**src/include/ma_wb_defines.svh**
```systemverilog
`ifndef MA_WB_DEFINES_SVH
`define MA_WB_DEFINES_SVH

// data word and packet widths
`define MA_DATA_W       16
`define MA_PACKET_W     40

// upper packet field, carried through both stages untouched
`define MA_OTHER_W      24

// data memory geometry
`define MA_DMEM_DEPTH   1024
`define MA_DMEM_ADDR_W  10

// register file geometry
`define MA_REG_COUNT    16
`define MA_REG_ADDR_W   4

// destination register index sits just above the result field
`define MA_REG_DEST_LSB 16

// packet bit asking for a register write at hand-off
`define MA_REG_WE_BIT   20

`endif

```
**src/rtl/ma_wb_pkg.sv**
```systemverilog
`include "ma_wb_defines.svh"

package ma_wb_pkg;

    // one data word, also the register file entry width
    typedef logic [`MA_DATA_W-1:0] data_t;

    // full stage packet
    // bits 39..16 other field, bits 15..0 result or address
    typedef logic [`MA_PACKET_W-1:0] packet_t;

    // upper field of the packet
    typedef logic [`MA_OTHER_W-1:0] other_t;

    // word address into the data memory
    typedef logic [`MA_DMEM_ADDR_W-1:0] dmem_addr_t;

    // register file index
    typedef logic [`MA_REG_ADDR_W-1:0] reg_addr_t;

endpackage

```
**src/rtl/stage_ctrl.sv**
```systemverilog
// synchronous send/ack controller for one pipeline stage
// full flag says the stage latch holds a packet not yet handed on
module stage_ctrl (
    input  logic CP,
    input  logic MR,
    // upstream link
    input  logic send_in,
    output logic ack_out,
    // downstream link
    output logic send_out,
    input  logic ack_in,
    // load enable for the stage latch
    output logic capture
);

    logic full;
    logic handoff;

    // packet leaves on this edge
    assign handoff = full && ack_in;

    // room when empty, or when the held packet drains this cycle
    assign ack_out = !full || ack_in;

    // transfer in on send and ack together
    assign capture = send_in && ack_out;

    // offer downstream while holding a packet
    assign send_out = full;

    always_ff @(posedge CP or posedge MR) begin
        if (MR) begin
            full <= 1'b0;
        end else if (capture) begin
            // new packet, possibly replacing one that drains
            full <= 1'b1;
        end else if (handoff) begin
            // drained with nothing behind it
            full <= 1'b0;
        end
    end

    // producer keeps offering until the stage takes the packet
    a_send_held : assert property (
        @(posedge CP) disable iff (MR)
        (send_in && !ack_out) |=> send_in
    );

endmodule

```
**src/rtl/wb_stage.sv**
```systemverilog
`include "ma_wb_defines.svh"

// write-back stage
// holds the packet and commits its result to the register file
// on the edge where the packet is handed downstream
module wb_stage import ma_wb_pkg::*; (
    input  logic      CP,
    input  logic      MR,
    // upstream link
    input  logic      send_in,
    output logic      ack_out,
    // downstream link
    output logic      send_out,
    input  logic      ack_in,
    // packets
    input  packet_t   packet_in,
    output packet_t   packet_out,
    // read port for decode
    input  reg_addr_t rd_addr,
    output data_t     rd_data
);

    logic      capture;
    logic      handoff;
    packet_t   packet_q;
    reg_addr_t dest;
    logic      reg_we;
    data_t     regs [`MA_REG_COUNT];

    stage_ctrl i_ctrl (
        .CP       (CP),
        .MR       (MR),
        .send_in  (send_in),
        .ack_out  (ack_out),
        .send_out (send_out),
        .ack_in   (ack_in),
        .capture  (capture)
    );

    always_ff @(posedge CP or posedge MR) begin
        if (MR) begin
            packet_q <= '0;
        end else if (capture) begin
            packet_q <= packet_in;
        end
    end

    assign packet_out = packet_q;

    // fields of the held packet
    assign dest    = packet_q[`MA_REG_DEST_LSB +: `MA_REG_ADDR_W];
    assign reg_we  = packet_q[`MA_REG_WE_BIT];
    assign handoff = send_out && ack_in;

    // commit at hand-off, only when the packet asks for it
    always_ff @(posedge CP or posedge MR) begin
        if (MR) begin
            for (int i = 0; i < `MA_REG_COUNT; i++) begin
                regs[i] <= '0;
            end
        end else if (handoff && reg_we) begin
            regs[dest] <= packet_q[`MA_DATA_W-1:0];
        end
    end

    // combinational read, new value visible right after the commit
    assign rd_data = regs[rd_addr];

    // stalled packet must hold still for the consumer
    a_stall_stable : assert property (
        @(posedge CP) disable iff (MR)
        (send_out && !ack_in) |=> $stable(packet_out)
    );

endmodule

```
**config.mk**
```make
export PLATFORM = sky130hd
export DESIGN_NAME = wb_stage
export DESIGN_NICKNAME = d
export VERILOG_FILES = /design/src/rtl/ma_wb_pkg.sv /design/src/rtl/stage_ctrl.sv /design/src/rtl/wb_stage.sv
export VERILOG_INCLUDE_DIRS = /design/src /design/src/include
export SDC_FILE = /design/constraint.sdc
export NUM_CORES = 1
export LEC_CHECK = 0
export BUFFER_PORTS_ARGS = -buffer_cell sky130_fd_sc_hd__clkbuf_2
export CORE_ASPECT_RATIO = 1.75
export CORE_UTILIZATION = 40
export DETAILED_ROUTE_END_ITERATION = 10
export GPL_TIMING_DRIVEN = 0
export HOLD_SLACK_MARGIN = 0.15
export PLACE_DENSITY = 0.69
export SYNTH_ARGS = -nofsm -noshare
export SYNTH_HDL_FRONTEND = slang
export SYNTH_SLANG_ARGS = --single-unit
```
**constraint.sdc**
```tcl
create_clock -name CP -period 14.9 [get_ports CP]
set_clock_uncertainty 0.1 [all_clocks]
set_input_delay 2.98 -clock CP [delete_from_list [all_inputs] [get_ports CP]]
set_output_delay 2.98 -clock CP [all_outputs]
set_load 0.1 [all_outputs]
```
==> results of run 1 <==
## registers in the layout, indices dropped and copies added (netlist names)
signal / count
i_ctrl.send_out: 1
packet_out: 40
regs: 256
## final cells by class
class | count | area (um2) | share of cell area (%)
timing repair buffer | 105 | 571 | 3.70
clock buffer | 41 | 851 | 5.52
sequential | 297 | 7430 | 48.2
clock inverter | 10 | 62.6 | 0.406
multi-input combinational | 441 | 5580 | 36.2
buffer | 63 | 394 | 2.56
tap | 405 | 507 | 3.29
inverter | 1 | 11.3 | 0.0731
## cell families (layout without fill, tap and decap cells)
kind of cell | count (synthesis) | after routing | share of synthesized area [%]
muxes | 360 | 360 | 36.2
DFF | 297 | 297 | 55.4
buffers and inverters | 64 | 220 | 2.97
and+or+nand+nor | 49 | 49 | 3.63
AOI/OAI and AO/OA | 32 | 32 | 1.79
## stage by stage
step | area (um2) | std cells | setup slack [ns]
6_report | 15400 | 1363 | 6.18
5_1_grt | 15400 | 1363 | 6.09
4_1_cts | 15400 | 1363 | 6.18
3_5_place_dp | 14500 | 1312 | 6.18
3_3_place_gp | 14400 | 1310 | 0.498
2_1_floorplan | 13400 | 802 | 3.62
## report_power, final
part	leakage, nW	switching [W]	internal (W)
Sequential	3.85	0.000154	0.00108
Clock	0.458	0.000311	0.000397
Combinational	2.88	0.000459	0.000363
## metal layers
metal	wire [um]	vias to the layer above	share of wire, %
li1	-	3265	-
met1	12400	4070	39
met2	17100	214	53
met3	1480	62	4.6
met4	1180	0	3.7
met5	0	-	0
## cells in the mapped netlist, drive strengths merged (3+ instances only)
master | instances | area, um2
buf | 35 | 289
nor3 | 6 | 97.6
mux4 | 64 | 1440
dfrtp | 297 | 7430
clkbuf | 28 | 105
nand2 | 18 | 67.6
a22oi | 32 | 240
nand3 | 6 | 105
nand4 | 3 | 63.8
nand2b | 3 | 18.8
mux2 | 296 | 3410
## worst min-delay path by stage
stage                          from        end  slack (ns)  depth (start not counted)
final                      regs[55]   regs[55]        0.39                          1
after global routing      regs[199]  regs[199]        0.41                          1
after CTS                  regs[55]   regs[55]        0.40                          1
after detailed placement   regs[55]   regs[55]        0.38                          1
after global placement     regs[55]   regs[55]        0.37                          1
after floorplan            regs[55]   regs[55]        0.35                          1
## worst reg2reg max path, delay by kind of cell (launching register included)
kind	cells	cell delay, ns
DFF	1	0.39
and+or+nand+nor	1	0.59
buffers and inverters	3	0.75
muxes	1	0.35
==> results.yml, run 1 <==
run_status:
  status: "completed"
global_route:
  grt_pass1_vias: 8417
  antenna_found_initial: 0
  groute.layer.met1.usage_pct: 23.0
  grtUsageMet2_pct: 35.5
  grt.overflow.total: 0
  grt_first_pass_wirelength_mm: 50.2
  grt.total_usage_pct: 19.7
  grt-busiest-layer: "met2"
  grt_max_degree: 115
  grtUsageMet3_pct: 3.00
logic_synthesis:
  synth-seq-cells: 297
  ys_types: 26
  postSynth.asyncResetShare_pct: 100
  synth_fp_nets: 850
  synth_edf_count: 0
  synth_seq_area_share_pct: 55.4
  ys.flop_type: "dfrtp_1"
  synth_cells: 802
  syn_area_um2: 13400
  yosysWarnings: 0
  postSynthAreaPerCell_um2: 16.7
critical_path:
  crit_start: "rd_addr[1]"
  crit_chain: "clkbuf_1 -> buf_1 -> mux4_2 -> a22oi_1 -> nand2_1 -> clkbuf_2"
  cp_top_family: "buffers and inverters"
  arrival_ns: 5.64
  crit_path_end_kind: "output pin"
  cp_slowest_cell: "buf_1"
  crit_buf_inv: 3
  crit_end: "rd_data[0]"
  cp-start-kind: "input port"
  crit_fanout: 10
  reg2reg_depth: 5
  cpPeakStageDelay_ns: 0.71
  regToRegSetupSlack_ns: 12.61
  r2r-end: "regs[127]"
  worst_ep_required_time_ns: 11.82
  cp_num_cells: 6
  worstSetupPathType: "input port to output pin"
  r2r_start: "packet_out[17]"
place:
  dpl.hpwl_mm: 21.7
  gp_congestion: 0.779
  port_buffers: 103
power_and_ir_drop:
  p_total_w: 0.00276
  powerDensity_nw_per_um2: 179
  ir_drop_uv: 124
  leakagePower_nw: 7.19
timing:
  hold_viol: 0
  finalCriticalPeriod_ns: 8.72
  rsz0062_at_grt: "no"
  fmax_mhz: 115
  fin_setup_tns_ns: 0
  maxSlewHeadroom_pct: 34.8
  final.period_utilization_pct: 58.5
  hold_slack_ns: 0.391
  setup_viol: 0
  drv_slew: 0
  worstMarginPinSlew_ns: 0.978
floorplan:
  die_x_um: 140
  die_area_um2: 34300
  start_util_pct: 40.6
  core_um2: 33000
  pin_count: 106
  row_count: 88
  die_h_um: 244
layout:
  area_growth_pct: 14.9
  antenna-diode-count: 0
  fillers: 2888
  utilization_pct: 46.6
  final_cell_mix: "dfrtp_1, mux2_2, clkbuf_2, mux4_2"
  layout_commonest_cell: "dfrtp_1"
  final_nets: 986
  drive_gt1_share_pct: 58.8
cts:
  ctsHoldBuffers: 0
  clk_latency_ns: 0.55
  clock_sinks: 297
  clk_path_buf_depth: 3
  path_clk_slew_ns: 0.06
  cts_setup_buffers: 0
  cts_root_buf: "clkbuf_16"
  tritoncts: "yes"
  cts_made_buffers: 29
  htree_levels: 1
  cts_resized: 0
drt:
  drc_errors: 0
  vias: 7611
  via_per_inst: 5.58
  drt-pass1-iter-count: 4
  drt-total-wl_mm: 32.2
  post_drt_wl_per_cell_um: 23.6
  drt-initial-drc-count: 401
  final_antenna_net_count: 0
worst_hold_path:
  min_path_type: "flop to flop"
flow_run:
  drv_cap: 0
(Power assumes the default switching activity.)
==> run 2, diff against run 1 <==
==> constraint.sdc (replaced) <==
create_clock -name CP -period 8.9 [get_ports CP]
set_clock_uncertainty 0.1 [all_clocks]
set_input_delay 1.78 -clock CP [delete_from_list [all_inputs] [get_ports CP]]
set_output_delay 1.78 -clock CP [all_outputs]
set_load 0.1 [all_outputs]
==> run 2 against run 1 <==
Against the previous run:
- worst hold slack better by 0.0059 ns
- clock-buffer cell count up 4
- die area unchanged
- wire length up 0.77%
- largest cell class unchanged
==> results.yml, run 2 (same netlist as run 1, synthesis figures left out) <==
cts:
  path_clk_slew_ns: 0.06
  cts_root_buf: "clkbuf_16"
  clk_latency_ns: 0.57
  cts_setup_buffers: 0
  clk_path_buf_depth: 3
  cts_resized: 0
  htree_levels: 1
  ctsHoldBuffers: 0
  clock_sinks: 297
  tritoncts: "yes"
  cts_made_buffers: 31
timing:
  hold_viol: 0
  fin_setup_tns_ns: 0
  fmax_mhz: 158
  layout_setup_ws_ns: 2.58
  rsz0062_at_grt: "no"
  worstMarginPinSlew_ns: 0.995
  final.period_utilization_pct: 71.0
  finalCriticalPeriod_ns: 6.32
  maxSlewHeadroom_pct: 33.7
  setup_viol: 0
  drv_slew: 0
floorplan:
  row_count: 88
  die_area_um2: 34300
  die_h_um: 244
  core_um2: 33000
  start_util_pct: 40.6
  die_x_um: 140
  pin_count: 106
critical_path:
  crit_fanout: 10
  r2r_start: "packet_out[18]"
  regToRegSetupSlack_ns: 6.61
  cp_top_family: "buffers and inverters"
  worst_ep_required_time_ns: 7.02
  crit_path_end_kind: "output pin"
  arrival_ns: 4.44
  worstSetupPathType: "input port to output pin"
  crit_chain: "clkbuf_1 -> buf_1 -> mux4_2 -> a22oi_1 -> nand2_1 -> clkbuf_2"
  cp_slowest_cell: "buf_1"
  r2r-end: "regs[125]"
  reg2reg_depth: 5
  cp-start-kind: "input port"
  crit_buf_inv: 3
  cpPeakStageDelay_ns: 0.78
flow_run:
  drv_cap: 0
layout:
  top_register: "regs"
  final_cell_mix: "dfrtp_1, mux2_2, clkbuf_2, mux4_2, clkbuf_1"
  fillers: 2834
  antenna-diode-count: 0
  layout_commonest_cell: "dfrtp_1"
  drive_gt1_share_pct: 59.0
  largest_reg_flops: 256
  final_nets: 993
  area_growth_pct: 16.6
worst_hold_path:
  min_path_type: "flop to flop"
  min_path_cells: 1
  hold_start: "regs[55]"
  worstHoldEndpoint: "regs[55]"
power_and_ir_drop:
  ir_drop_uv: 241
  leakagePower_nw: 7.28
  powerDensity_nw_per_um2: 306
global_route:
  grt_first_pass_wirelength_mm: 50.8
  antenna_found_initial: 0
  grt.total_usage_pct: 19.9
  grt.overflow.total: 0
  grt_max_degree: 44
  grt_pass1_vias: 8473
drt:
  post_drt_wl_per_cell_um: 23.6
  via_per_inst: 5.51
  vias: 7571
  drt-total-wl_mm: 32.5
  final_antenna_net_count: 0
  drt-pass1-iter-count: 4
  drc_errors: 0
  drt-initial-drc-count: 361
place:
  port_buffers: 103
  pre_cts_slack_ns: 2.53
  dpl.hpwl_mm: 22.3
  gp_congestion: 0.751
run_status:
  status: "completed"
## run 2: changes by cell type in the layout (fill, tap and decap cells not counted), sizes merged
cell,change
buf,+5
bufinv,+3
clkbuf,+4
clkinv,-2
clkinvlp,+3
inv,-2
## run 2: routing by layer
layer / up-vias / track usage, % / wire length (um)
met5: - / 0 / 0
met4: 0 / 7.53 / 1070
met3: 57 / 2.64 / 1510
met2: 209 / 36.4 / 17200
met1: 4022 / 23.5 / 12600
li1: 3283 / - / -
## run 2: final cells by class
type	count	area [um2]	area share (%)
Inverter	1	7.51	0.0480
Sequential cell	297	7430	47.5
Tap cell	405	507	3.24
Clock inverter	12	150	0.961
Clock buffer	45	908	5.81
Multi-Input combinational cell	441	5580	35.7
Buffer	63	394	2.52
Timing Repair Buffer	110	656	4.19
## run 2: worst max-delay path by stage
stage	from	end	slack [ns]	cells past startpoint
final	rd_addr[1]	rd_data[0]	2.58	6
after global placement	MR	regs[45]	1.41	2
after detailed placement	rd_addr[1]	rd_data[0]	2.53	6
after CTS	rd_addr[1]	rd_data[0]	2.53	6
after floorplan	MR	i_ctrl.send_out	3.07	1
after global routing	rd_addr[1]	rd_data[3]	2.55	6
## run 2: where the power goes
part | total (W) | switching [W] | internal [W]
Combinational | 0.00138 | 0.000768 | 0.000611
Sequential | 0.00207 | 0.000264 | 0.00181
Clock | 0.00133 | 0.000538 | 0.000793
Total | 0.00478 | 0.00157 | 0.00321
## run 2: through the flow
step           area [um2]  cells  utilization, %  power, W  hold slack [ns]
2_1_floorplan       13400    802               -   0.00315            0.353
3_3_place_gp        14400   1310            43.7   0.00342            0.368
3_5_place_dp        14600   1317            44.1   0.00348            0.376
4_1_cts             15600   1374            47.3   0.00483            0.398
5_1_grt             15600   1374            47.3   0.00500            0.404
6_report            15600   1374            47.3   0.00478            0.397
## run 2: worst register-to-register path, stage by stage (launching register included)
cell and delay (ns):
dfrtp_1 0.40, buf_4 0.20, nand2b_1 0.24, nor3_4 0.60
buf_6 0.28, mux2_2 0.35
==> run 3, diff against run 2 <==
--- a/config.mk
+++ b/config.mk
@@ -12,7 +12,7 @@
 export DETAILED_ROUTE_END_ITERATION = 10
 export GPL_TIMING_DRIVEN = 0
 export HOLD_SLACK_MARGIN = 0.15
-export PLACE_DENSITY = 0.69
+export PLACE_DENSITY = 0.71
 export SYNTH_ARGS = -nofsm -noshare
 export SYNTH_HDL_FRONTEND = slang
 export SYNTH_SLANG_ARGS = --single-unit
==> constraint.sdc (replaced) <==
create_clock -name CP -period 5.8 [get_ports CP]
set_clock_uncertainty 0.1 [all_clocks]
set_input_delay 1.16 -clock CP [delete_from_list [all_inputs] [get_ports CP]]
set_output_delay 1.16 -clock CP [all_outputs]
set_load 0.1 [all_outputs]
==> run 3 against run 2 <==
Against the previous run:
- highest routed layer unchanged
- critical path depth stayed put
- register-to-register slack worse by 3.2 ns
- largest power group unchanged
- critical path type unchanged
- utilization is 0.32 points lower
==> results.yml, run 3 (same netlist as run 1, synthesis figures left out) <==
drt:
  final_antenna_net_count: 0
  drt-pass1-iter-count: 4
  post_drt_wl_per_cell_um: 23.9
  vias: 7630
  via_per_inst: 5.58
  drt-total-wl_mm: 32.7
  drt-initial-drc-count: 376
  drc_errors: 0
flow_run:
  drv_cap: 0
critical_path:
  arrival_ns: 3.83
  r2r_start: "packet_out[18]"
  crit_path_end_kind: "output pin"
  cp-start-kind: "input port"
  reg2reg_depth: 5
  crit_start: "rd_addr[1]"
  crit_fanout: 10
  cp_slowest_cell: "buf_1"
  worstSetupPathType: "input port to output pin"
  cpPeakStageDelay_ns: 0.74
  crit_chain: "clkbuf_1 -> buf_1 -> mux4_2 -> a22oi_1 -> nand2_1 -> clkbuf_2"
  r2r-end: "regs[124]"
  regToRegSetupSlack_ns: 3.46
  worst_ep_required_time_ns: 4.54
power_and_ir_drop:
  p_total_w: 0.00720
  leakagePower_nw: 7.23
  ir_drop_uv: 308
  powerDensity_nw_per_um2: 464
layout:
  final_cell_mix: "dfrtp_1, mux2_2, clkbuf_2, mux4_2, clkbuf_1"
  finalNonFillerCells: 1368
  largest_reg_flops: 256
  top_register: "regs"
  area_growth_pct: 15.8
  antenna-diode-count: 0
  fillers: 2883
  final_nets: 990
  layout_commonest_cell: "dfrtp_1"
  drive_gt1_share_pct: 58.7
floorplan:
  die_area_um2: 34300
  start_util_pct: 40.6
  die_h_um: 244
  row_count: 88
  pin_count: 106
  die_x_um: 140
  core_um2: 33000
place:
  dp_cells: 1317
  gp_congestion: 0.758
  dpl.hpwl_mm: 22.2
  port_buffers: 103
timing:
  worstMarginPinSlew_ns: 1.01
  finalCriticalPeriod_ns: 5.09
  maxSlewHeadroom_pct: 32.5
  rsz0062_at_grt: "no"
  hold_viol: 0
  final.period_utilization_pct: 87.7
  fin_setup_tns_ns: 0
  fmax_mhz: 197
  setup_viol: 0
  hold_slack_ns: 0.397
  drv_slew: 0
run_status:
  status: "completed"
cts:
  cts_setup_buffers: 0
  ctsHoldBuffers: 0
  clk_latency_ns: 0.55
  clock_sinks: 297
  tritoncts: "yes"
  cts_resized: 0
  clk_path_buf_depth: 3
  cts_root_buf: "clkbuf_16"
  htree_levels: 1
  path_clk_slew_ns: 0.06
  cts_made_buffers: 28
global_route:
  grt_max_degree: 44
  grt_first_pass_wirelength_mm: 50.3
  grt.overflow.total: 0
  grt_pass1_vias: 8454
  grt.total_usage_pct: 19.7
  antenna_found_initial: 0
worst_hold_path:
  hold_start: "regs[26]"
  min_path_cells: 1
  worstHoldEndpoint: "regs[26]"
  min_path_type: "flop to flop"
## run 3: cell types whose count changed in the layout (fill, tap and decap cells not counted), sizes merged
cell | previous run | this run
clkinvlp | 4 | 2
clkbuf | 176 | 175
clkinv | 5 | 3
bufinv | 3 | 2
## run 3: routing by layer
metal | vias up | global-route usage [%] | routed length, um
met5 | - | 0 | 0
met4 | 0 | 8.11 | 1210
met3 | 58 | 2.74 | 1450
met2 | 221 | 35.6 | 17200
met1 | 4081 | 23.3 | 12800
li1 | 3270 | - | -
## run 3: worst max-delay path: cells and delay by family
family                 cells  cell delay, ns
AOI/OAI and AO/OA          1            0.42
buffers and inverters      3            1.61
muxes                      1            0.43
and+or+nand+nor            1            0.19
## run 3: how the worst max path moves through the flow
stage	endpoint	cells after the start
after floorplan	i_ctrl.send_out	1
after CTS	rd_data[0]	6
after detailed placement	rd_data[0]	6
after global routing	rd_data[0]	6
after global placement	regs[95]	2
final	rd_data[0]	6
## run 3: through the flow
stage	utilization, %	area (um2)	setup slack, ns
final	47.0	15500	0.713
after global placement	43.7	14400	-1.06
after global routing	47.0	15500	0.611
after detailed placement	44.1	14600	0.694
after CTS	47.0	15500	0.686
after floorplan	-	13400	0.595
## run 3: report_power, final
part | internal [W] | leakage [nW] | switching (W)
registers | 0.00277 | 3.85 | 0.000404
logic | 0.000938 | 2.91 | 0.00119
clock network | 0.00111 | 0.468 | 0.000793
total | 0.00482 | 7.23 | 0.00238
## run 3: final cells by class
| class | instances | area [um2] | area share, % |
|---|---|---|---|
| Timing Repair Buffer | 110 | 656 | 4.22 |
| Multi-Input combinational cell | 441 | 5580 | 35.9 |
| Clock inverter | 7 | 91.3 | 0.588 |
| Sequential cell | 297 | 7430 | 47.9 |
| Tap cell | 405 | 507 | 3.26 |
| Inverter | 1 | 7.51 | 0.0484 |
| Buffer | 63 | 394 | 2.54 |
| Clock buffer | 44 | 862 | 5.55 |
