[src/include/ma_wb_defines.svh]
`ifndef MA_WB_DEFINES_SVH
`define MA_WB_DEFINES_SVH

// data word and packet widths
`define MA_DATA_W       16
`define MA_PACKET_W     40

// upper packet field, carried through both stages untouched
`define MA_OTHER_W      24

// data memory geometry
`define MA_DMEM_DEPTH   1024
`define MA_DMEM_ADDR_W  10

// register file geometry
`define MA_REG_COUNT    16
`define MA_REG_ADDR_W   4

// destination register index sits just above the result field
`define MA_REG_DEST_LSB 16

// packet bit asking for a register write at hand-off
`define MA_REG_WE_BIT   20

`endif

[src/rtl/ma_wb_pkg.sv]
`include "ma_wb_defines.svh"

package ma_wb_pkg;

    // one data word, also the register file entry width
    typedef logic [`MA_DATA_W-1:0] data_t;

    // full stage packet
    // bits 39..16 other field, bits 15..0 result or address
    typedef logic [`MA_PACKET_W-1:0] packet_t;

    // upper field of the packet
    typedef logic [`MA_OTHER_W-1:0] other_t;

    // word address into the data memory
    typedef logic [`MA_DMEM_ADDR_W-1:0] dmem_addr_t;

    // register file index
    typedef logic [`MA_REG_ADDR_W-1:0] reg_addr_t;

endpackage

[src/rtl/mem_port_if.sv]
`include "ma_wb_defines.svh"

// data memory port between the memory-access stage and the RAM
interface mem_port_if import ma_wb_pkg::*; ();

    // read enable, write enable
    logic       en;
    logic       we;
    // word address and store data
    dmem_addr_t addr;
    data_t      wdata;
    // registered read data back from the RAM
    data_t      rdata;

    // stage side drives the request
    modport stage (
        output en,
        output we,
        output addr,
        output wdata,
        input  rdata
    );

    // ram side samples the request
    modport mem (
        input  en,
        input  we,
        input  addr,
        input  wdata,
        output rdata
    );

endinterface

[src/rtl/ma_stage.sv]
`include "ma_wb_defines.svh"

// memory-access stage
// latches the packet and load flag, reads or writes the data memory,
// then merges the loaded word into the outgoing packet
module ma_stage import ma_wb_pkg::*; (
    input  logic    CP,
    input  logic    MR,
    // upstream link
    input  logic    send_in,
    output logic    ack_out,
    // downstream link
    output logic    send_out,
    input  logic    ack_in,
    // access control from execute
    input  logic    load_flg,
    input  logic    write_en,
    input  data_t   write_data,
    // packets
    input  packet_t packet_in,
    output packet_t packet_out,
    // data memory port
    mem_port_if.stage mem
);

    logic    capture;
    logic    load_q;
    packet_t packet_q;
    other_t  other_q;
    packet_t merged;

    stage_ctrl i_ctrl (
        .CP       (CP),
        .MR       (MR),
        .send_in  (send_in),
        .ack_out  (ack_out),
        .send_out (send_out),
        .ack_in   (ack_in),
        .capture  (capture)
    );

    // packet latch with its load flag
    always_ff @(posedge CP or posedge MR) begin
        if (MR) begin
            load_q   <= 1'b0;
            packet_q <= '0;
        end else if (capture) begin
            load_q   <= load_flg;
            packet_q <= packet_in;
        end
    end

    // memory only moves on capture edges
    // so rdata stays put while the stage stalls
    assign mem.en    = capture;
    assign mem.we    = capture && write_en;
    // address from the low result bits of the incoming packet
    assign mem.addr  = packet_in[`MA_DMEM_ADDR_W-1:0];
    assign mem.wdata = write_data;

    // load result replaces the address field
    assign other_q = packet_q[`MA_PACKET_W-1:`MA_DATA_W];
    assign merged  = {other_q, mem.rdata};

    assign packet_out = load_q ? merged : packet_q;

    // one access per packet, either load or store
    a_load_xor_store : assert property (
        @(posedge CP) disable iff (MR)
        capture |-> !(load_flg && write_en)
    );

endmodule

[src/rtl/stage_ctrl.sv]
// synchronous send/ack controller for one pipeline stage
// full flag says the stage latch holds a packet not yet handed on
module stage_ctrl (
    input  logic CP,
    input  logic MR,
    // upstream link
    input  logic send_in,
    output logic ack_out,
    // downstream link
    output logic send_out,
    input  logic ack_in,
    // load enable for the stage latch
    output logic capture
);

    logic full;
    logic handoff;

    // packet leaves on this edge
    assign handoff = full && ack_in;

    // room when empty, or when the held packet drains this cycle
    assign ack_out = !full || ack_in;

    // transfer in on send and ack together
    assign capture = send_in && ack_out;

    // offer downstream while holding a packet
    assign send_out = full;

    always_ff @(posedge CP or posedge MR) begin
        if (MR) begin
            full <= 1'b0;
        end else if (capture) begin
            // new packet, possibly replacing one that drains
            full <= 1'b1;
        end else if (handoff) begin
            // drained with nothing behind it
            full <= 1'b0;
        end
    end

    // producer keeps offering until the stage takes the packet
    a_send_held : assert property (
        @(posedge CP) disable iff (MR)
        (send_in && !ack_out) |=> send_in
    );

endmodule

[src/flat_wrapper.sv]
// flat-port wrapper written by rule: the top's interface ports become plain ports
module ma_stage_flat import ma_wb_pkg::*;
  (CP, MR, send_in, ack_out, send_out, ack_in, load_flg, write_en, write_data, packet_in, packet_out, mem_en, mem_we, mem_addr, mem_wdata, mem_rdata);
  mem_port_if mem_i ();
  input  logic CP;
  input  logic MR;
  input  logic send_in;
  output logic ack_out;
  output logic send_out;
  input  logic ack_in;
  input  logic load_flg;
  input  logic write_en;
  input  data_t write_data;
  input  packet_t packet_in;
  output packet_t packet_out;
  output wire logic [$bits(mem_i.en)-1:0] mem_en;
  output wire logic [$bits(mem_i.we)-1:0] mem_we;
  output wire logic [$bits(mem_i.addr)-1:0] mem_addr;
  output wire logic [$bits(mem_i.wdata)-1:0] mem_wdata;
  input wire logic [$bits(mem_i.rdata)-1:0] mem_rdata;
  assign mem_en = mem_i.en;
  assign mem_we = mem_i.we;
  assign mem_addr = mem_i.addr;
  assign mem_wdata = mem_i.wdata;
  assign mem_i.rdata = mem_rdata;
  ma_stage u_core (.CP(CP), .MR(MR), .send_in(send_in), .ack_out(ack_out), .send_out(send_out), .ack_in(ack_in), .load_flg(load_flg), .write_en(write_en), .write_data(write_data), .packet_in(packet_in), .packet_out(packet_out), .mem(mem_i));
endmodule
[config.mk]
export PLATFORM = sky130hd
export DESIGN_NAME = ma_stage_flat
export DESIGN_NICKNAME = d
export VERILOG_FILES = /design/src/rtl/ma_wb_pkg.sv /design/src/rtl/mem_port_if.sv /design/src/rtl/ma_stage.sv /design/src/rtl/stage_ctrl.sv /design/src/flat_wrapper.sv
export VERILOG_INCLUDE_DIRS = /design/src /design/src/include
export SDC_FILE = /design/constraint.sdc
export NUM_CORES = 1
export LEC_CHECK = 0
export BUFFER_PORTS_ARGS = -buffer_cell sky130_fd_sc_hd__buf_2
export CORE_MARGIN = 2
export CORE_UTILIZATION = 35
export CTS_CLUSTER_DIAMETER = 50
export DETAILED_ROUTE_END_ITERATION = 7
export PLACE_DENSITY_LB_ADDON = 0.2
export SLEW_MARGIN = 10
export SYNTH_ARGS = -nofsm -noshare
export SYNTH_HDL_FRONTEND = slang
export SYNTH_HIERARCHICAL = 1
export SYNTH_SLANG_ARGS = --single-unit
[constraint.sdc]
create_clock -name CP -period 3.17 [get_ports CP]
set_input_delay 0.1585 -clock CP [delete_from_list [all_inputs] [get_ports CP]]
set_output_delay 0.1585 -clock CP [all_outputs]
set_load 0.01 [all_outputs]
==> results of run 1 <==
-- critical path: stages (launching register included) --
cell,delay [ns]
dfrtp_1,0.41
nand2b_4,0.09
and2_4,0.66
and2_1,0.22
buf_2,0.13
-- per-layer routing --
metal	vias to the layer above	GRT usage	share of wire
met3	8	0.0370	0.095
li1	621	-	-
met5	-	0	0
met2	74	0.183	0.47
met1	635	0.143	0.42
met4	0	0.0497	0.017
-- stage by stage --
| stage | cell area (um2) | instances | setup slack [ns] |
|---|---|---|---|
| after floorplan | 2400 | 162 | 1.78 |
| after CTS | 2750 | 310 | 1.16 |
| after global placement | 2600 | 301 | 1.50 |
| after global routing | 2750 | 310 | 1.06 |
| final | 2750 | 310 | 1.21 |
| after detailed placement | 2600 | 301 | 1.46 |
-- logic make-up (layout without fill, tap and decap cells) --
logic type | count (synthesis) | count (layout)
buf+inv | 59 | 127
simple gates | 4 | 4
mux | 57 | 57
flops | 42 | 42
-- synth_stat cells --
cell type and count:
dfrtp_1 42, buf_12 4, buf_6 3, mux2_2 9, and2_1 1, nand2b_4 1
and2_4 1, mux2_4 48, buf_4 50, nand2b_1 1, inv_1 2
-- what timing repair did --
action	CTS	global route
hold buffers	1	0
gates resized for setup	0	0
hold endpoints to repair	19	0
-- flip-flops by register name (all words and copies together), names as in the netlist --
signal / flops
u_core/i_ctrl/send_out: 1
u_core/load_q: 1
u_core/packet_q: 40
-- worst paths after layout --
kind / endpoint / slack, ns / cells past startpoint
min reg2reg: u_core/packet_q[16] / 0.51 / 1
max: mem_we / 1.21 / 4
max in group asynchronous: u_core/packet_q[21] / 2.05 / 4
min in group asynchronous: u_core/i_ctrl/send_out / 0.26 / 3
min: u_core/packet_q[33] / 0.09 / 2
max reg2reg: u_core/packet_q[14] / 1.47 / 3
-- layout make-up --
cell class	instances	area, um2	share of cell area
timing repair buffer	117	593	0.216
clock inverter	2	60.1	0.0218
multi-input combinational	61	857	0.312
clock buffer	6	82.6	0.0300
sequential	42	1050	0.382
inverter	2	7.51	0.00273
tap	80	100	0.0364
-- power by group through the flow --
stage	sequential, mW	combinational (mW)	clock [mW]
2_1_floorplan	0.655	0.385	0
3_3_place_gp	0.682	0.396	0
3_5_place_dp	0.679	0.402	0
4_1_cts	0.670	0.405	0.538
5_1_grt	0.680	0.428	0.560
6_report	0.669	0.398	0.520
-- cells in the final DEF, fill, tap and decap left out --
master / count
and2_1: 1
and2_4: 1
buf_2: 115
buf_4: 1
bufinv_16: 2
clkbuf_8: 6
clkinv_1: 1
dfrtp_1: 42
dlygate4sd3_1: 1
inv_1: 1
mux2_2: 9
mux2_4: 48
nand2b_1: 1
nand2b_4: 1
==> results.cfg, run 1 <==
[die]
start_util = 0.358
die_width_um = 86.9
row_count = 30
die_area_mm2 = 0.00755
dieHeight_um = 86.9
io-pin-count = 148
core_mm2 = 0.00672

[sta]
finalCritPeriodShare = 0.617
slew_viol_final = 0
worst_pin_slew_ns = 0.880
holdWs_ns = 0.0897
slew_headroom = 0.414
max_freq_ghz = 0.511
rsz0062_at_grt = no
skew_ns = 0.00586
setup_tns_ns = 0
setup_viol_count_final = 0
hold_viol_final = 0
period_needed_ns = 1.96

[clock_tree]
root_buffer = clkbuf_8
clkSinkCount = 42
clkTransAtPathRegs_ns = 0.08
clock_path_buffers = 2
insertion_delay_ns = 0.29
cts_setup_buffers = 0
cts_tree = yes
htreeDepth = 2
cts_made_buffers = 5

[final_layout]
synthToLayoutAreaGrowth_pct = 14.4
fin_util = 0.409
layout-drive-gt1-share = 0.796
fill_cells = 642
final_nets = 307
diodes = 0

[synthesis]
avgSynthCellArea_um2 = 14.8
synth_top_family_by_area = multiplexers
syn_area_mm2 = 0.00240
yosysWarnings = 6
synth_top_cells_by_area = dfrtp_1 (44%), mux2_4 (30%), buf_4 (16%)
synth.distinct_cells = 11
synth_compound_gate_area_share = 0
yosys.area_share.xor_xnor = 0
synthCells = 162
synth_top_area_frac = 0.437
ys_seq_area_frac = 0.437
ys_ff_latch = 42
yosysTopAreaCell = dfrtp_1
synth-adder-area-share = 0
synthMuxAreaShare = 0.342
yosys.area_share.simple = 0.0146
syn_nets = 240

[power]
internal_power_mw = 1.20
power_density_mw_per_mm2 = 577
p_total_mw = 1.59
p_sw_frac = 0.245
p_switching_mw = 0.389
combinationalPowerShare = 0.251
irDropWorstVdd_v = 0.000229
power.leakage_nw = 1.46
p_clk_frac = 0.327
seqPwrFrac = 0.422

[worst_setup_path]
setup.worst_path.start = u_core/i_ctrl/send_out
critical_path_class = register to primary output
endpoint_kind = primary output
startpoint_type = register
r2r-start = u_core/i_ctrl/send_out
critical_path.max_fanout = 43
crit_arrival_ns = 1.80
crit_required_ns = 3.01

[detailed_routing]
drcViolationCount = 0
vias = 1338
postRouteAntennaNets = 0
detail_route.first_pass.iterations = 2
wl_um = 4350
wire_per_inst_um = 14.0
routed_via_density = 4.32
drt_iter0_markers = 10

[global_route]
track_usage = 0.115
grt_pass1_wl_um = 6670
antenna_found_initial = 0
grt_pass1_vias = 1346
overflow = 0
grt_max_degree = 44

[placed_design]
gp_congestion = 0.705
dp_hpwl_um = 3120
portBuffers = 115

[status]
outcome = finished, final reports clean

[flow_run]
cap_viol_max_count = 0

[min_path]
hold_class = primary input to register
hp-start = packet_in[33]
Power figures use the tool's default switching activity.
==> inputs of run 2 (changes only) <==
clock period = 1.95 ns   (was 3.17 ns; I/O delays follow)
==> run 2 against run 1 <==
- sequential power increased by 60%
- routed wire length up 1.2%
- setup slack worse by 1.0 ns
- final area increased by 0.73%
- power up 53%
==> results.cfg, run 2 (synthesized netlist as in run 1, its figures left out) <==
[status]
outcome = finished, final reports clean

[flow_run]
cap_viol_max_count = 0

[worst_setup_path]
crit_required_ns = 1.85
crit_family = simple AND/OR/NAND/NOR gates
path_buf_inv = 2
endpoint_kind = primary output
critPathSlowestCell = dfrtp_1
crit_chain = nand2b_4 > and2_4 > buf_4 > and2_1 > buf_2
critical_path_class = register to primary output
cpPeakStageDelay_ns = 0.41
critical_path.max_fanout = 20
crit_arrival_ns = 1.64
startpoint_type = register

[detailed_routing]
drt_iter0_markers = 16
wl_um = 4400
detail_route.first_pass.iterations = 2
postRouteAntennaNets = 0
wire_per_inst_um = 14.0
routed_via_density = 4.34
drcViolationCount = 0
vias = 1366

[clock_tree]
cts_made_buffers = 5
root_buffer = clkbuf_8
cts_setup_buffers = 0
insertion_delay_ns = 0.29
cts_hold_buffers = 1
postCtsResizedCells = 0
clock_path_buffers = 2
clkSinkCount = 42
htreeDepth = 2
cts_tree = yes
clkTransAtPathRegs_ns = 0.08

[sta]
rsz0062_at_grt = no
setup_viol_count_final = 0
setup_tns_ns = 0
skew_ns = 0.00655
slew_viol_final = 0
period_needed_ns = 1.73
max_freq_ghz = 0.577
finalCritPeriodShare = 0.889
worst_pin_slew_ns = 0.642
slew_headroom = 0.570
hold_viol_final = 0

[power]
internal_power_mw = 1.80
p_total_mw = 2.44
p_clk_frac = 0.283
power.leakage_nw = 1.48
p_sw_frac = 0.263
power_density_mw_per_mm2 = 879
p_switching_mw = 0.640
seqPwrFrac = 0.439
irDropWorstVdd_v = 0.000253
combinationalPowerShare = 0.278

[final_layout]
largest_reg_flops = 40
regMostFlops = u_core/packet_q
diodes = 0
layout_common_cells = buf_2 (115), mux2_4 (48), dfrtp_1 (42)
final_nets = 312
fill_cells = 648
layout-drive-gt1-share = 0.800
synthToLayoutAreaGrowth_pct = 15.2
final_common_cell = buf_2

[die]
io-pin-count = 148
start_util = 0.358
dieHeight_um = 86.9
row_count = 30
die_area_mm2 = 0.00755
die_width_um = 86.9
core_mm2 = 0.00672

[global_route]
overflow = 0
grt_max_degree = 21
antenna_found_initial = 0
grt_pass1_wl_um = 6430
track_usage = 0.110
grt_pass1_vias = 1319

[placed_design]
portBuffers = 115
gp_congestion = 0.761
dp_hpwl_um = 3310

[min_path]
hold_class = primary input to register
==> run 2: cell types whose count changed in the layout (fill, tap and decap cells not counted) <==
cell / previous run / this run
bufinv_16: 2 / 1
clkinv_2: 0 / 1
buf_4: 1 / 5
clkbuf_8: 6 / 5
buf_12: 0 / 1
inv_6: 0 / 1
==> run 2: power groups by stage <==
stage / Sequential (mW) / Combinational [mW] / Clock [mW]
after global routing: 1.09 / 0.732 / 0.756
after CTS: 1.07 / 0.692 / 0.726
after detailed placement: 1.08 / 0.689 / 0
after global placement: 1.09 / 0.683 / 0
after floorplan: 1.06 / 0.626 / 0
final: 1.07 / 0.678 / 0.689
==> run 2: per-stage QoR <==
| stage | hold WS [ns] | std cells | area [um2] | setup slack (ns) | utilization |
|---|---|---|---|---|---|
| floorplan | -0.174 | 162 | 2400 | 0.561 | - |
| global placement | -0.0555 | 306 | 2650 | 0.434 | 0.394 |
| detailed placement | -0.0530 | 306 | 2650 | 0.407 | 0.394 |
| CTS | 0.00125 | 315 | 2770 | 0.176 | 0.412 |
| global route | 0.0129 | 315 | 2770 | 0.121 | 0.412 |
| finish | 0.0141 | 315 | 2770 | 0.216 | 0.412 |
==> run 2: layout make-up <==
| type | count | area, um2 | share of cell area |
|---|---|---|---|
| sequential | 42 | 1050 | 0.379 |
| inverter | 2 | 7.51 | 0.00271 |
| timing repair buffer | 122 | 643 | 0.232 |
| tap | 80 | 100 | 0.0361 |
| multi-input combinational | 61 | 857 | 0.309 |
| clock inverter | 3 | 43.8 | 0.0158 |
| clock buffer | 5 | 68.8 | 0.0248 |
==> run 2: layer usage <==
metal | global-route usage | vias up | wire, um
met1 | 0.133 | 656 | 1840
li1 | - | 634 | -
met3 | 0.0360 | 4 | 453
met2 | 0.180 | 72 | 2070
met5 | 0 | - | 0
met4 | 0.0455 | 0 | 45
==> run 2: worst paths after layout <==
| kind | startpoint | endpoint | slack [ns] | depth (start not counted) |
|---|---|---|---|---|
| max in group asynchronous | MR | u_core/load_q | 1.00 | 4 |
| min in group asynchronous | MR | u_core/i_ctrl/send_out | 0.20 | 3 |
| max | u_core/i_ctrl/send_out | mem_we | 0.22 | 5 |
| max reg2reg | u_core/i_ctrl/send_out | u_core/packet_q[11] | 0.40 | 4 |
| min | send_in | u_core/i_ctrl/send_out | 0.01 | 2 |
| min reg2reg | u_core/packet_q[29] | u_core/packet_q[29] | 0.51 | 1 |
==> inputs of run 3 (changes only) <==
ABC_AREA = 1   (was not set)
==> run 3 against run 2 <==
- clock skew about the same
- sequential share of layout area grew 2.1 points
- clock power shrank 7.5%
- critical path type unchanged
- critical endpoint unchanged
- largest cell class unchanged
- largest power group unchanged
- highest routed layer unchanged
==> results.cfg, run 3 <==
[status]
outcome = finished, final reports clean

[worst_setup_path]
endpoint_kind = primary output
r2r-start = u_core/i_ctrl/send_out
critical_path_class = register to primary output
rr_endpoint = u_core/packet_q[38]
startpoint_type = register
r2r_slack_ns = 0.55
crit_required_ns = 1.85
setup.worst_path.start = u_core/i_ctrl/send_out
r2r_cells = 4
critical_path.max_fanout = 14
crit_arrival_ns = 1.61
crit_path_end = mem_we

[sta]
hold_viol_final = 0
worst_pin_slew_ns = 0.876
max_freq_ghz = 0.585
slew_headroom = 0.415
slew_viol_final = 0
rsz0062_at_grt = no
setup_tns_ns = 0
finalCritPeriodShare = 0.877
setup_viol_count_final = 0
final.setup.worst_slack_ns = 0.240
skew_ns = 0.00642
period_needed_ns = 1.71

[placed_design]
dp.cells = 418
gp_congestion = 0.717
placed_cell_area_mm2 = 0.00244
portBuffers = 115
pre_cts_ws_ns = 0.543
dp_hpwl_um = 3310

[die]
core_mm2 = 0.00628
dieHeight_um = 83.9
die_width_um = 83.9
io-pin-count = 148
start_util = 0.356
die_area_mm2 = 0.00704
row_count = 29

[synthesis]
yosysTopAreaCell = dfrtp_1
yosysMostFrequentCell = nand2_1
synth_top_cells_by_area = dfrtp_1 (47%), nand2_1 (29%), buf_4 (18%)
yosysWarnings = 6
synthCells = 286
async_reset_ff_frac = 1.00
synth_edf_count = 0
synth_ff_type = dfrtp_1
ys_ff_latch = 42
syn_area_mm2 = 0.00224
syn_nets = 364
synth.distinct_cells = 7
synth_top_area_frac = 0.470
yosys-top-cells-count = nand2_1 (174), buf_4 (54), dfrtp_1 (42)
ys_seq_area_frac = 0.470
avgSynthCellArea_um2 = 7.82

[clock_tree]
clock_path_buffers = 2
cts_tree = yes
clkSinkCount = 42
htreeDepth = 2
cts_made_buffers = 5
cts_setup_buffers = 0
postCtsResizedCells = 0
clkTransAtPathRegs_ns = 0.08
root_buffer = clkbuf_8
insertion_delay_ns = 0.29

[final_layout]
largest_reg_flops = 40
final_common_cell = nand2_1
layout_common_cells = nand2_1 (174), buf_2 (115), dfrtp_1 (42)
layout-drive-gt1-share = 0.361
synthToLayoutAreaGrowth_pct = 17.6
regMostFlops = u_core/packet_q
postLayoutCellArea_mm2 = 0.00263
fin_util = 0.419
final_nets = 434
final_cells = 434
diodes = 0

[min_path]
hold_class = primary input to register

[global_route]
grt.met3_usage = 0.0406
overflow = 0
track_usage = 0.135
grt_max_degree = 42
grt_busiest_layer = met2
met2_usage = 0.239
grt_pass1_vias = 1755
grt_pass1_wl_um = 7690
met1_usage = 0.158
antenna_found_initial = 0

[power]
power_density_mw_per_mm2 = 839
irDropWorstVdd_v = 0.000329
power.leakage_nw = 1.62

[detailed_routing]
postRouteAntennaNets = 0
detail_route.first_pass.iterations = 4
wl_um = 4660
drcViolationCount = 0
vias = 1794
routed_via_density = 4.13
wire_per_inst_um = 10.7
drt_iter0_markers = 61

[flow_run]
cap_viol_max_count = 0
[run 3: cell count changes in the layout (fill, tap and decap cells not counted), moves of 2 or more]
cell           before  now
mux2_4             48    0
nand2_1             0  174
mux2_2              9    0
buf_4               5    2
dlygate4sd3_1       1    8
inv_4               0    2
clkbuf_8            5    8
inv_1               1    4
[run 3: critical path: stages, from the launching register on]
cell and delay [ns]:
dfrtp_1 0.43, a21oi_4 0.40, buf_4 0.27, nand2_1 0.07, inv_1 0.05, buf_2 0.11
[run 3: worst min-delay path by stage]
stage	from	endpoint	slack, ns	cells after the start
2_1_floorplan	MR	u_core/i_ctrl/send_out	-0.17	1
3_5_place_dp	MR	u_core/i_ctrl/send_out	-0.05	2
6_report	packet_in[26]	u_core/packet_q[26]	0.009	3
4_1_cts	packet_in[29]	u_core/packet_q[29]	0.0002	3
5_1_grt	packet_in[6]	u_core/packet_q[6]	0.006	3
3_3_place_gp	MR	u_core/i_ctrl/send_out	-0.05	2
[run 3: where the power goes]
group | internal, mW | leakage (nW) | total, mW | switching, mW
clock | 0.357 | 0.0575 | 0.637 | 0.280
combinational | 0.223 | 1.05 | 0.513 | 0.290
sequential | 0.982 | 0.514 | 1.05 | 0.0719
[run 3: kinds of logic (layout without fill, tap and decap cells)]
| group | Yosys count | count (layout) | share of synthesized area |
|---|---|---|---|
| DFF | 42 | 42 | 0.470 |
| and+or+nand+nor | 174 | 174 | 0.292 |
| buffers and inverters | 69 | 140 | 0.236 |
| AOI/OAI and AO/OA | 1 | 1 | 0.00224 |
[run 3: metrics by stage]
stage / hold slack [ns] / total power [mW]
after floorplan: -0.174 / 1.51
after CTS: 0.000222 / 2.25
after global placement: -0.0494 / 1.58
after global routing: 0.00646 / 2.37
final: 0.00921 / 2.20
after detailed placement: -0.0509 / 1.59
[run 3: area by class of cell]
| cell class | instances | area (um2) |
|---|---|---|
| Sequential cell | 42 | 1050 |
| Multi-Input combinational cell | 175 | 669 |
| Fill cell | 694 | 3650 |
| Inverter | 7 | 31.3 |
| Timing Repair Buffer | 125 | 671 |
| Clock buffer | 8 | 110 |
| Tap cell | 77 | 96.3 |
[run 3: layer usage]
metal / vias up / part of all wire
li1: 934 / -
met2: 70 / 0.49
met4: 0 / 0.014
met1: 781 / 0.42
met5: - / 0
met3: 9 / 0.078
[run 3: what timing repair did]
action,in CTS,in global routing
hold buffers,8,0
endpoints found under the hold margin,8,0
endpoints found under the setup margin,0,0
